==> src/source/fetch_types_pkg.sv <==
package fetch_types_pkg;

  localparam int address_width = 32;

  // Core to buffer
  typedef struct packed {
    logic                     valid;
    logic                     redirect;
    logic [address_width-1:0] addr;      // Halfword aligned
  } fetch_request_t;

  // Buffer to core
  typedef struct packed {
    logic        valid;
    logic [31:0] instr;
    logic        compressed;
  } fetch_response_t;

  typedef struct packed {
    logic                     valid;
    logic [address_width-1:0] addr;      // Word aligned
  } imem_request_t;

  typedef struct packed {
    logic        valid;
    logic [31:0] rdata;
  } imem_response_t;

  // Controller to one bank
  typedef struct packed {
    logic                     wen;
    logic                     flush;
    logic [address_width-3:0] word_addr; // Byte address without bits 1..0
    logic [31:0]              data;
  } bank_write_t;

  typedef struct packed {
    logic        hit;
    logic [31:0] data;
  } bank_lookup_t;

  // Fetched word as a whole or as two halfword parcels
  typedef union packed {
    logic [31:0] word;
    struct packed {
      logic [15:0] upper;
      logic [15:0] lower;
    } parcel;
  } fetch_word_u;

endpackage
==> src/source/fetch_buffer_top.sv <==
module fetch_buffer_top #(
  parameter int bank_depth = 4
) (
  input  logic                             clock,
  input  logic                             reset,
  input  fetch_types_pkg::fetch_request_t  fetch_request,
  output fetch_types_pkg::fetch_response_t fetch_response,
  output fetch_types_pkg::imem_request_t   imem_request,
  input  logic                             imem_ready,
  input  fetch_types_pkg::imem_response_t  imem_response
);
  import fetch_types_pkg::*;

  bank_write_t              even_write;
  bank_write_t              odd_write;
  bank_lookup_t             even_lookup;
  bank_lookup_t             odd_lookup;
  logic [address_width-1:0] current_word_addr;
  logic [address_width-1:0] next_word_addr;
  logic [address_width-1:0] even_lookup_addr;
  logic [address_width-1:0] odd_lookup_addr;

  assign current_word_addr = {fetch_request.addr[address_width-1:2], 2'b00};
  assign next_word_addr = current_word_addr + address_width'(4);

  // Each bank looks up whichever of the two words it holds
  assign even_lookup_addr = fetch_request.addr[2] ? next_word_addr : current_word_addr;
  assign odd_lookup_addr = fetch_request.addr[2] ? current_word_addr : next_word_addr;

  prefetch_control #(
    .bank_depth(bank_depth)
  ) control (
    .clock(clock),
    .reset(reset),
    .fetch_request(fetch_request),
    .imem_request(imem_request),
    .imem_ready(imem_ready),
    .imem_response(imem_response),
    .even_write(even_write),
    .odd_write(odd_write)
  );

  fetch_bank #(
    .bank_depth(bank_depth)
  ) even_bank (
    .clock(clock),
    .reset(reset),
    .write(even_write),
    .lookup_addr(even_lookup_addr),
    .lookup(even_lookup)
  );

  fetch_bank #(
    .bank_depth(bank_depth)
  ) odd_bank (
    .clock(clock),
    .reset(reset),
    .write(odd_write),
    .lookup_addr(odd_lookup_addr),
    .lookup(odd_lookup)
  );

  instruction_aligner aligner (
    .fetch_request(fetch_request),
    .even_lookup(even_lookup),
    .odd_lookup(odd_lookup),
    .fetch_response(fetch_response)
  );

endmodule

==> src/source/instruction_aligner.sv <==
module instruction_aligner (
  input  fetch_types_pkg::fetch_request_t  fetch_request,
  input  fetch_types_pkg::bank_lookup_t    even_lookup,
  input  fetch_types_pkg::bank_lookup_t    odd_lookup,
  output fetch_types_pkg::fetch_response_t fetch_response
);
  import fetch_types_pkg::*;

  bank_lookup_t current_lookup;
  bank_lookup_t next_lookup;
  fetch_word_u  current_word;
  fetch_word_u  next_word;
  logic [15:0]  first_parcel;
  logic [31:0]  instr;
  logic         compressed;
  logic         parcels_hit;

  // Odd word address puts the current word in the odd bank
  assign current_lookup = fetch_request.addr[2] ? odd_lookup : even_lookup;
  assign next_lookup = fetch_request.addr[2] ? even_lookup : odd_lookup;

  assign current_word = current_lookup.data;
  assign next_word = next_lookup.data;

  assign first_parcel = fetch_request.addr[1] ? current_word.parcel.upper
                                              : current_word.parcel.lower;
  assign compressed = first_parcel[1:0] != 2'b11;

  always_comb begin
    if (compressed) begin
      instr = {16'h0000, first_parcel};
      parcels_hit = current_lookup.hit;
    end else if (fetch_request.addr[1]) begin
      instr = {next_word.parcel.lower, first_parcel};  // Straddles two words
      parcels_hit = current_lookup.hit && next_lookup.hit;
    end else begin
      instr = current_word.word;
      parcels_hit = current_lookup.hit;
    end
  end

  // Never answer in a redirect cycle
  assign fetch_response.valid = fetch_request.valid && !fetch_request.redirect && parcels_hit;
  assign fetch_response.instr = instr;
  assign fetch_response.compressed = compressed;

endmodule

==> src/source/fetch_bank.sv <==
module fetch_bank #(
  parameter int bank_depth = 4
) (
  input  logic                                         clock,
  input  logic                                         reset,
  input  fetch_types_pkg::bank_write_t                 write,
  input  logic [fetch_types_pkg::address_width-1:0]    lookup_addr,
  output fetch_types_pkg::bank_lookup_t                lookup
);
  import fetch_types_pkg::*;

  localparam int index_width = $clog2(bank_depth);
  localparam int tag_width = address_width - 3 - index_width;

  logic [31:0]            data_mem [bank_depth];
  logic [tag_width-1:0]   tag_mem [bank_depth];
  logic [bank_depth-1:0]  valid_bits;

  logic [index_width-1:0] write_index;
  logic [tag_width-1:0]   write_tag;
  logic [index_width-1:0] lookup_index;
  logic [tag_width-1:0]   lookup_tag;

  // Bit 2 selects the bank, so the index starts at bit 3
  assign write_index = write.word_addr[index_width:1];
  assign write_tag = write.word_addr[address_width-3 -: tag_width];
  assign lookup_index = lookup_addr[index_width+2:3];
  assign lookup_tag = lookup_addr[address_width-1 -: tag_width];

  always_ff @(posedge clock) begin
    if (!reset) begin
      valid_bits <= '0;
    end else if (write.flush) begin
      valid_bits <= '0;
    end else if (write.wen) begin
      valid_bits[write_index] <= 1'b1;
    end
  end

  always_ff @(posedge clock) begin
    if (write.wen) begin
      data_mem[write_index] <= write.data;
      tag_mem[write_index] <= write_tag;
    end
  end

  assign lookup.hit = valid_bits[lookup_index] && (tag_mem[lookup_index] == lookup_tag);
  assign lookup.data = data_mem[lookup_index];

endmodule

==> src/source/prefetch_control.sv <==
module prefetch_control #(
  parameter int bank_depth = 4
) (
  input  logic                            clock,
  input  logic                            reset,
  input  fetch_types_pkg::fetch_request_t fetch_request,
  output fetch_types_pkg::imem_request_t  imem_request,
  input  logic                            imem_ready,
  input  fetch_types_pkg::imem_response_t imem_response,
  output fetch_types_pkg::bank_write_t    even_write,
  output fetch_types_pkg::bank_write_t    odd_write
);
  import fetch_types_pkg::*;

  localparam int word_width = address_width - 2;
  localparam logic [word_width-1:0] ahead_limit = word_width'(2 * bank_depth - 1);

  logic                  started;        // Set by the first redirect
  logic                  request_valid;
  logic                  outstanding;
  logic                  discard;        // Next response predates a redirect
  logic [word_width-1:0] prefetch_word;
  logic [word_width-1:0] request_word;
  logic [word_width-1:0] core_word_held;
  logic [word_width-1:0] core_word;
  logic [word_width-1:0] distance;
  logic                  redirect;
  logic                  response_used;
  logic                  issue;

  assign redirect = fetch_request.redirect;

  // Core position is held while the core has no request up
  assign core_word = fetch_request.valid ? fetch_request.addr[address_width-1:2]
                                         : core_word_held;
  assign distance = prefetch_word - core_word;

  // One request in flight at most; a returning response frees the slot
  assign issue = started && !redirect && !request_valid
                 && (!outstanding || imem_response.valid)
                 && (distance < ahead_limit);

  assign response_used = imem_response.valid && outstanding && !discard && !redirect;

  always_ff @(posedge clock) begin
    if (!reset) begin
      started <= 1'b0;
      request_valid <= 1'b0;
      outstanding <= 1'b0;
      discard <= 1'b0;
    end else begin
      if (redirect) begin
        started <= 1'b1;
      end

      if (issue) begin
        request_valid <= 1'b1;
      end else if (request_valid && imem_ready) begin
        request_valid <= 1'b0;
      end

      if (request_valid && imem_ready) begin
        outstanding <= 1'b1;
      end else if (imem_response.valid) begin
        outstanding <= 1'b0;
      end

      // Anything pending or still in flight belongs to the old stream
      if (redirect) begin
        discard <= request_valid || (outstanding && !imem_response.valid);
      end else if (imem_response.valid) begin
        discard <= 1'b0;
      end
    end
  end

  always_ff @(posedge clock) begin
    if (redirect) begin
      prefetch_word <= fetch_request.addr[address_width-1:2];
    end else if (issue) begin
      prefetch_word <= prefetch_word + 1'b1;
    end

    if (issue) begin
      request_word <= prefetch_word;
    end

    if (fetch_request.valid) begin
      core_word_held <= fetch_request.addr[address_width-1:2];
    end
  end

  assign imem_request.valid = request_valid;
  assign imem_request.addr = {request_word, 2'b00};

  // Word address bit 0 picks the bank
  assign even_write.wen = response_used && !request_word[0];
  assign even_write.flush = redirect;
  assign even_write.word_addr = request_word;
  assign even_write.data = imem_response.rdata;

  assign odd_write.wen = response_used && request_word[0];
  assign odd_write.flush = redirect;
  assign odd_write.word_addr = request_word;
  assign odd_write.data = imem_response.rdata;

endmodule

==> config.mk <==
export PLATFORM = sky130hd
export DESIGN_NAME = fetch_buffer_top
export DESIGN_NICKNAME = d
export VERILOG_FILES = /design/src/source/fetch_types_pkg.sv /design/src/source/fetch_buffer_top.sv /design/src/source/instruction_aligner.sv /design/src/source/fetch_bank.sv /design/src/source/prefetch_control.sv
export SDC_FILE = /design/constraint.sdc
export NUM_CORES = 1
export LEC_CHECK = 0
export ABC_AREA = 1
export BUFFER_PORTS_ARGS = -buffer_cell sky130_fd_sc_hd__buf_2
export CELL_PAD_IN_SITES_DETAIL_PLACEMENT = 1
export CELL_PAD_IN_SITES_GLOBAL_PLACEMENT = 2
export CORE_ASPECT_RATIO = 0.75
export CORE_MARGIN = 3
export CORE_UTILIZATION = 40
export CTS_CLUSTER_DIAMETER = 200
export DETAILED_ROUTE_END_ITERATION = 6
export GPL_ROUTABILITY_DRIVEN = 0
export GPL_TIMING_DRIVEN = 0
export PLACE_DENSITY_LB_ADDON = 0.1
export SYNTH_ARGS = -nofsm -noshare
export SYNTH_HDL_FRONTEND = slang
export SYNTH_SLANG_ARGS = --single-unit
==> constraint.sdc <==
create_clock -name clock -period 5.95 [get_ports clock]
set_input_delay 0.8925 -clock clock [delete_from_list [all_inputs] [get_ports clock]]
set_output_delay 0.8925 -clock clock [all_outputs]
set_load 0.03 [all_outputs]
==> flow_metrics.env <==
export IMPL_outcome="finished, final reports clean"
export IMPL_whs_ns=0.481
export IMPL_final_nets=3262
export IMPL_dpl_cell_area_um2=30400
export IMPL_synth_edf_count=532
export IMPL_ys_async_sr_fraction_pct=0
export IMPL_crit_arrival_ns=4.93
export IMPL_hpwl_um=80600
export IMPL_clock_path_buffers=3
export IMPL_clock_sinks=574
export IMPL_antenna_found_initial=2
export IMPL_worstMarginPinSlew_ns=1.11
export IMPL_p_int_mw=6.88
export IMPL_core_um2=69000
export IMPL_fp_dieW_um=312
export IMPL_setup_viol=0
export IMPL_r2r_cells=19
export IMPL_min_path_cells=2
export IMPL_ys_seq_area_share_pct=59.9
export IMPL_final_cell_mix="nand2_1, edfxtp_1, nor2_1"
export IMPL_final_max_slew_viol_count=0
export IMPL_fmax_ghz=0.172
export IMPL_avgSynthCellArea_um2=9.52
export IMPL_worstSkewPairLatency_ns=0.64
export IMPL_cp_max_fo=16
export IMPL_ys_ff_latch=574
export IMPL_p_switching_mw=2.75
export IMPL_grt_pass1_vias=22731
export IMPL_drt_pass1_iterations=5
export IMPL_seqCellArea_um2=16800
export IMPL_vias=23256
export IMPL_startpoint_type="input pin"
export IMPL_crit_type="input pin to output pin"
export IMPL_io_pins=137
export IMPL_drtAntennaViolNets=0
export IMPL_multiInputGateArea_um2=9710
export IMPL_wl_per_cell_um=25.9
export IMPL_power_total_mw=9.63
export IMPL_powerDensity_nw_per_um2=297
export IMPL_overflow=0
export IMPL_critical_path_required_ns=5.06
export IMPL_drt_iter0_markers=2710
export IMPL_leakage_nw=12.8
export IMPL_grt_max_degree=31
export IMPL_row_count=83
export IMPL_drc_errors=0
export IMPL_place_ws_ns=-2.14
export IMPL_worstSetupEndpointType="output pin"
export IMPL_buffer_ports_inserted=130
export IMPL_syn_cell_area_um2=28100
export IMPL_nFillCells=7878
export IMPL_die_y_um=235
export IMPL_drt_total_wl_um=107000
export IMPL_track_usage_pct=28.7
export IMPL_p_comb_share_pct=15.4
export IMPL_drv_cap=0
export IMPL_max_slew_margin_rel_pct=25.4
export IMPL_cts_tree="built"
export IMPL_htree_levels=2
export IMPL_fin_crit_ns=5.82
export IMPL_design_area_um2=32400
export IMPL_cts_root_buf="clkbuf_16"
export IMPL_switching_share_pct=28.6
export IMPL_fin_util_pct=47.0
export IMPL_final_common_cell="nand2_1"
export IMPL_cts_buffers=57
export IMPL_synthFlopType="edfxtp_1"
export IMPL_grt_pass1_wl_um=155000
export IMPL_power_frac_clock_pct=38.3
export IMPL_yosysWarnings=0
export IMPL_fin_skew_ns=0.0186
export IMPL_layout_setup_ws_ns=0.125
export IMPL_synth_cell_types=52
export IMPL_die_area_um2=73400
export IMPL_hold_viol_final=0
export IMPL_seq_power_share_pct=46.3
export IMPL_area_growth_pct=15.4
export IMPL_clk_pin_slew_ns=0.06
export IMPL_drive_gt1_share_pct=13.4
export IMPL_hold_class="register to register"
export IMPL_fin_crit_sh_pct=97.9
export IMPL_synth_cells=2948
export IMPL_viasPerCell=5.61
export IMPL_initial_core_util_pct=40.7
export IMPL_irDropWorstVdd_uv=254
export IMPL_rsz0062_at_grt="no"
[kinds of logic (layout without fill, tap and decap cells)]
kind of cell	after synthesis	count (layout)	synth area share [%]
AND/OR/NAND/NOR	1517	1517	22.6
flip-flops	574	574	59.9
AO/OA/AOI/OAI	409	409	8.86
buffers and inverters	377	635	5.96
XOR/XNOR	35	35	1.09
adder cells (fa/ha/maj)	33	33	1.50
multiplexers	2	2	0.0714
other	1	5	0.0134
[state kept, by name, summed over array words and instances (netlist names), 30 cells and up]
| signal | cells |
|---|---|
| control.prefetch_word | 30 |
| even_bank.data_mem | 128 |
| control.core_word_held | 30 |
| odd_bank.tag_mem | 108 |
| even_bank.tag_mem | 108 |
| odd_bank.data_mem | 128 |
| control.request_word | 30 |
[power groups by stage]
stage	Combinational, mW	Clock [mW]	Sequential [mW]
2_1_floorplan	0.871	0	4.53
3_3_place_gp	1.40	0	4.54
3_5_place_dp	1.43	0	4.54
4_1_cts	1.45	3.73	4.45
5_1_grt	1.61	3.90	4.46
6_report	1.48	3.69	4.45
[cell usage after synthesis, types with 32 or more instances]
cell	number	area share [%]
a21oi_1	64	1.1
buf_2	40	0.71
buf_4	45	1.2
clkbuf_1	55	0.74
dfxtp_1	42	3.0
edfxtp_1	532	57
ha_1	32	1.4
inv_1	216	2.9
nand2_1	865	12
nand3_1	180	3.2
nand4_1	32	0.71
nor2_1	333	4.5
o211ai_1	34	0.91
o21ai_0	182	3.2
o221ai_1	61	1.9
[path summary, 6_finish.rpt]
check	slack (ns)	endpoint	from
min reg2reg	0.48	control.outstanding$_SDFFE_PN0P_	control.outstanding$_SDFFE_PN0P_
max	0.13	fetch_response[33]	fetch_request[2]
min	0.48	control.outstanding$_SDFFE_PN0P_	control.outstanding$_SDFFE_PN0P_
max reg2reg	1.33	control.prefetch_word[24]$_DFFE_PP_	control.core_word_held[0]$_DFF_P_
[stage by stage]
step	cells	setup TNS [ns]
2_1_floorplan	2949	0
3_3_place_gp	4014	-750.43
3_5_place_dp	4034	-144.73
4_1_cts	4142	-0.0309
5_1_grt	4143	0
6_report	4145	0
[critical path, cell delays in order]
cell and delay (ns):
buf_2 0.13, buf_4 0.17, inv_4 0.22, buf_4 0.27, buf_4 0.26, ha_1 0.25, inv_1 0.07, nand2_2 0.19
clkbuf_4 0.33, nand2_1 0.09, nand2_1 0.09, nand3_1 0.09, nand3_1 0.13, nand2_1 0.07, nor2_1 0.27, nand2_1 0.11
nor2_2 0.29, nand3_1 0.12, nor3_1 0.16, nand3_1 0.11, nand2_1 0.08, inv_1 0.05, nor2_2 0.22, buf_2 0.26
[layer usage]
| metal | part of all wire [%] | up-vias | track usage [%] | routed length, um |
|---|---|---|---|---|
| li1 | - | 10499 | - | - |
| met1 | 49 | 11720 | 46.6 | 52600 |
| met2 | 41 | 932 | 40.6 | 43800 |
| met3 | 8.5 | 105 | 4.33 | 9160 |
| met4 | 1.4 | 0 | 4.69 | 1540 |
| met5 | 0 | - | 0 | 0 |
[area by class of cell]
class / count / share of cell area, %
diodes: 3 / 0.0232
well taps: 935 / 3.61
clock buffers: 74 / 4.66
inverters: 226 / 2.63
plain buffers: 150 / 2.66
clock inverters: 33 / 1.07
repair buffers: 152 / 3.42
multi-input cells: 1998 / 30.0
flip-flops and latches: 574 / 51.9
[timing repair]
item / 4_1_cts / 5_1_grt
pin swaps: 1 / 0
hold buffers: 0 / 0
hold endpoints to repair: 0 / 0
setup endpoints to repair: 95 / 51
setup buffers: 2 / 0
gates resized for setup: 34 / 14
No activity file was read; power rests on OpenSTA's default activity.
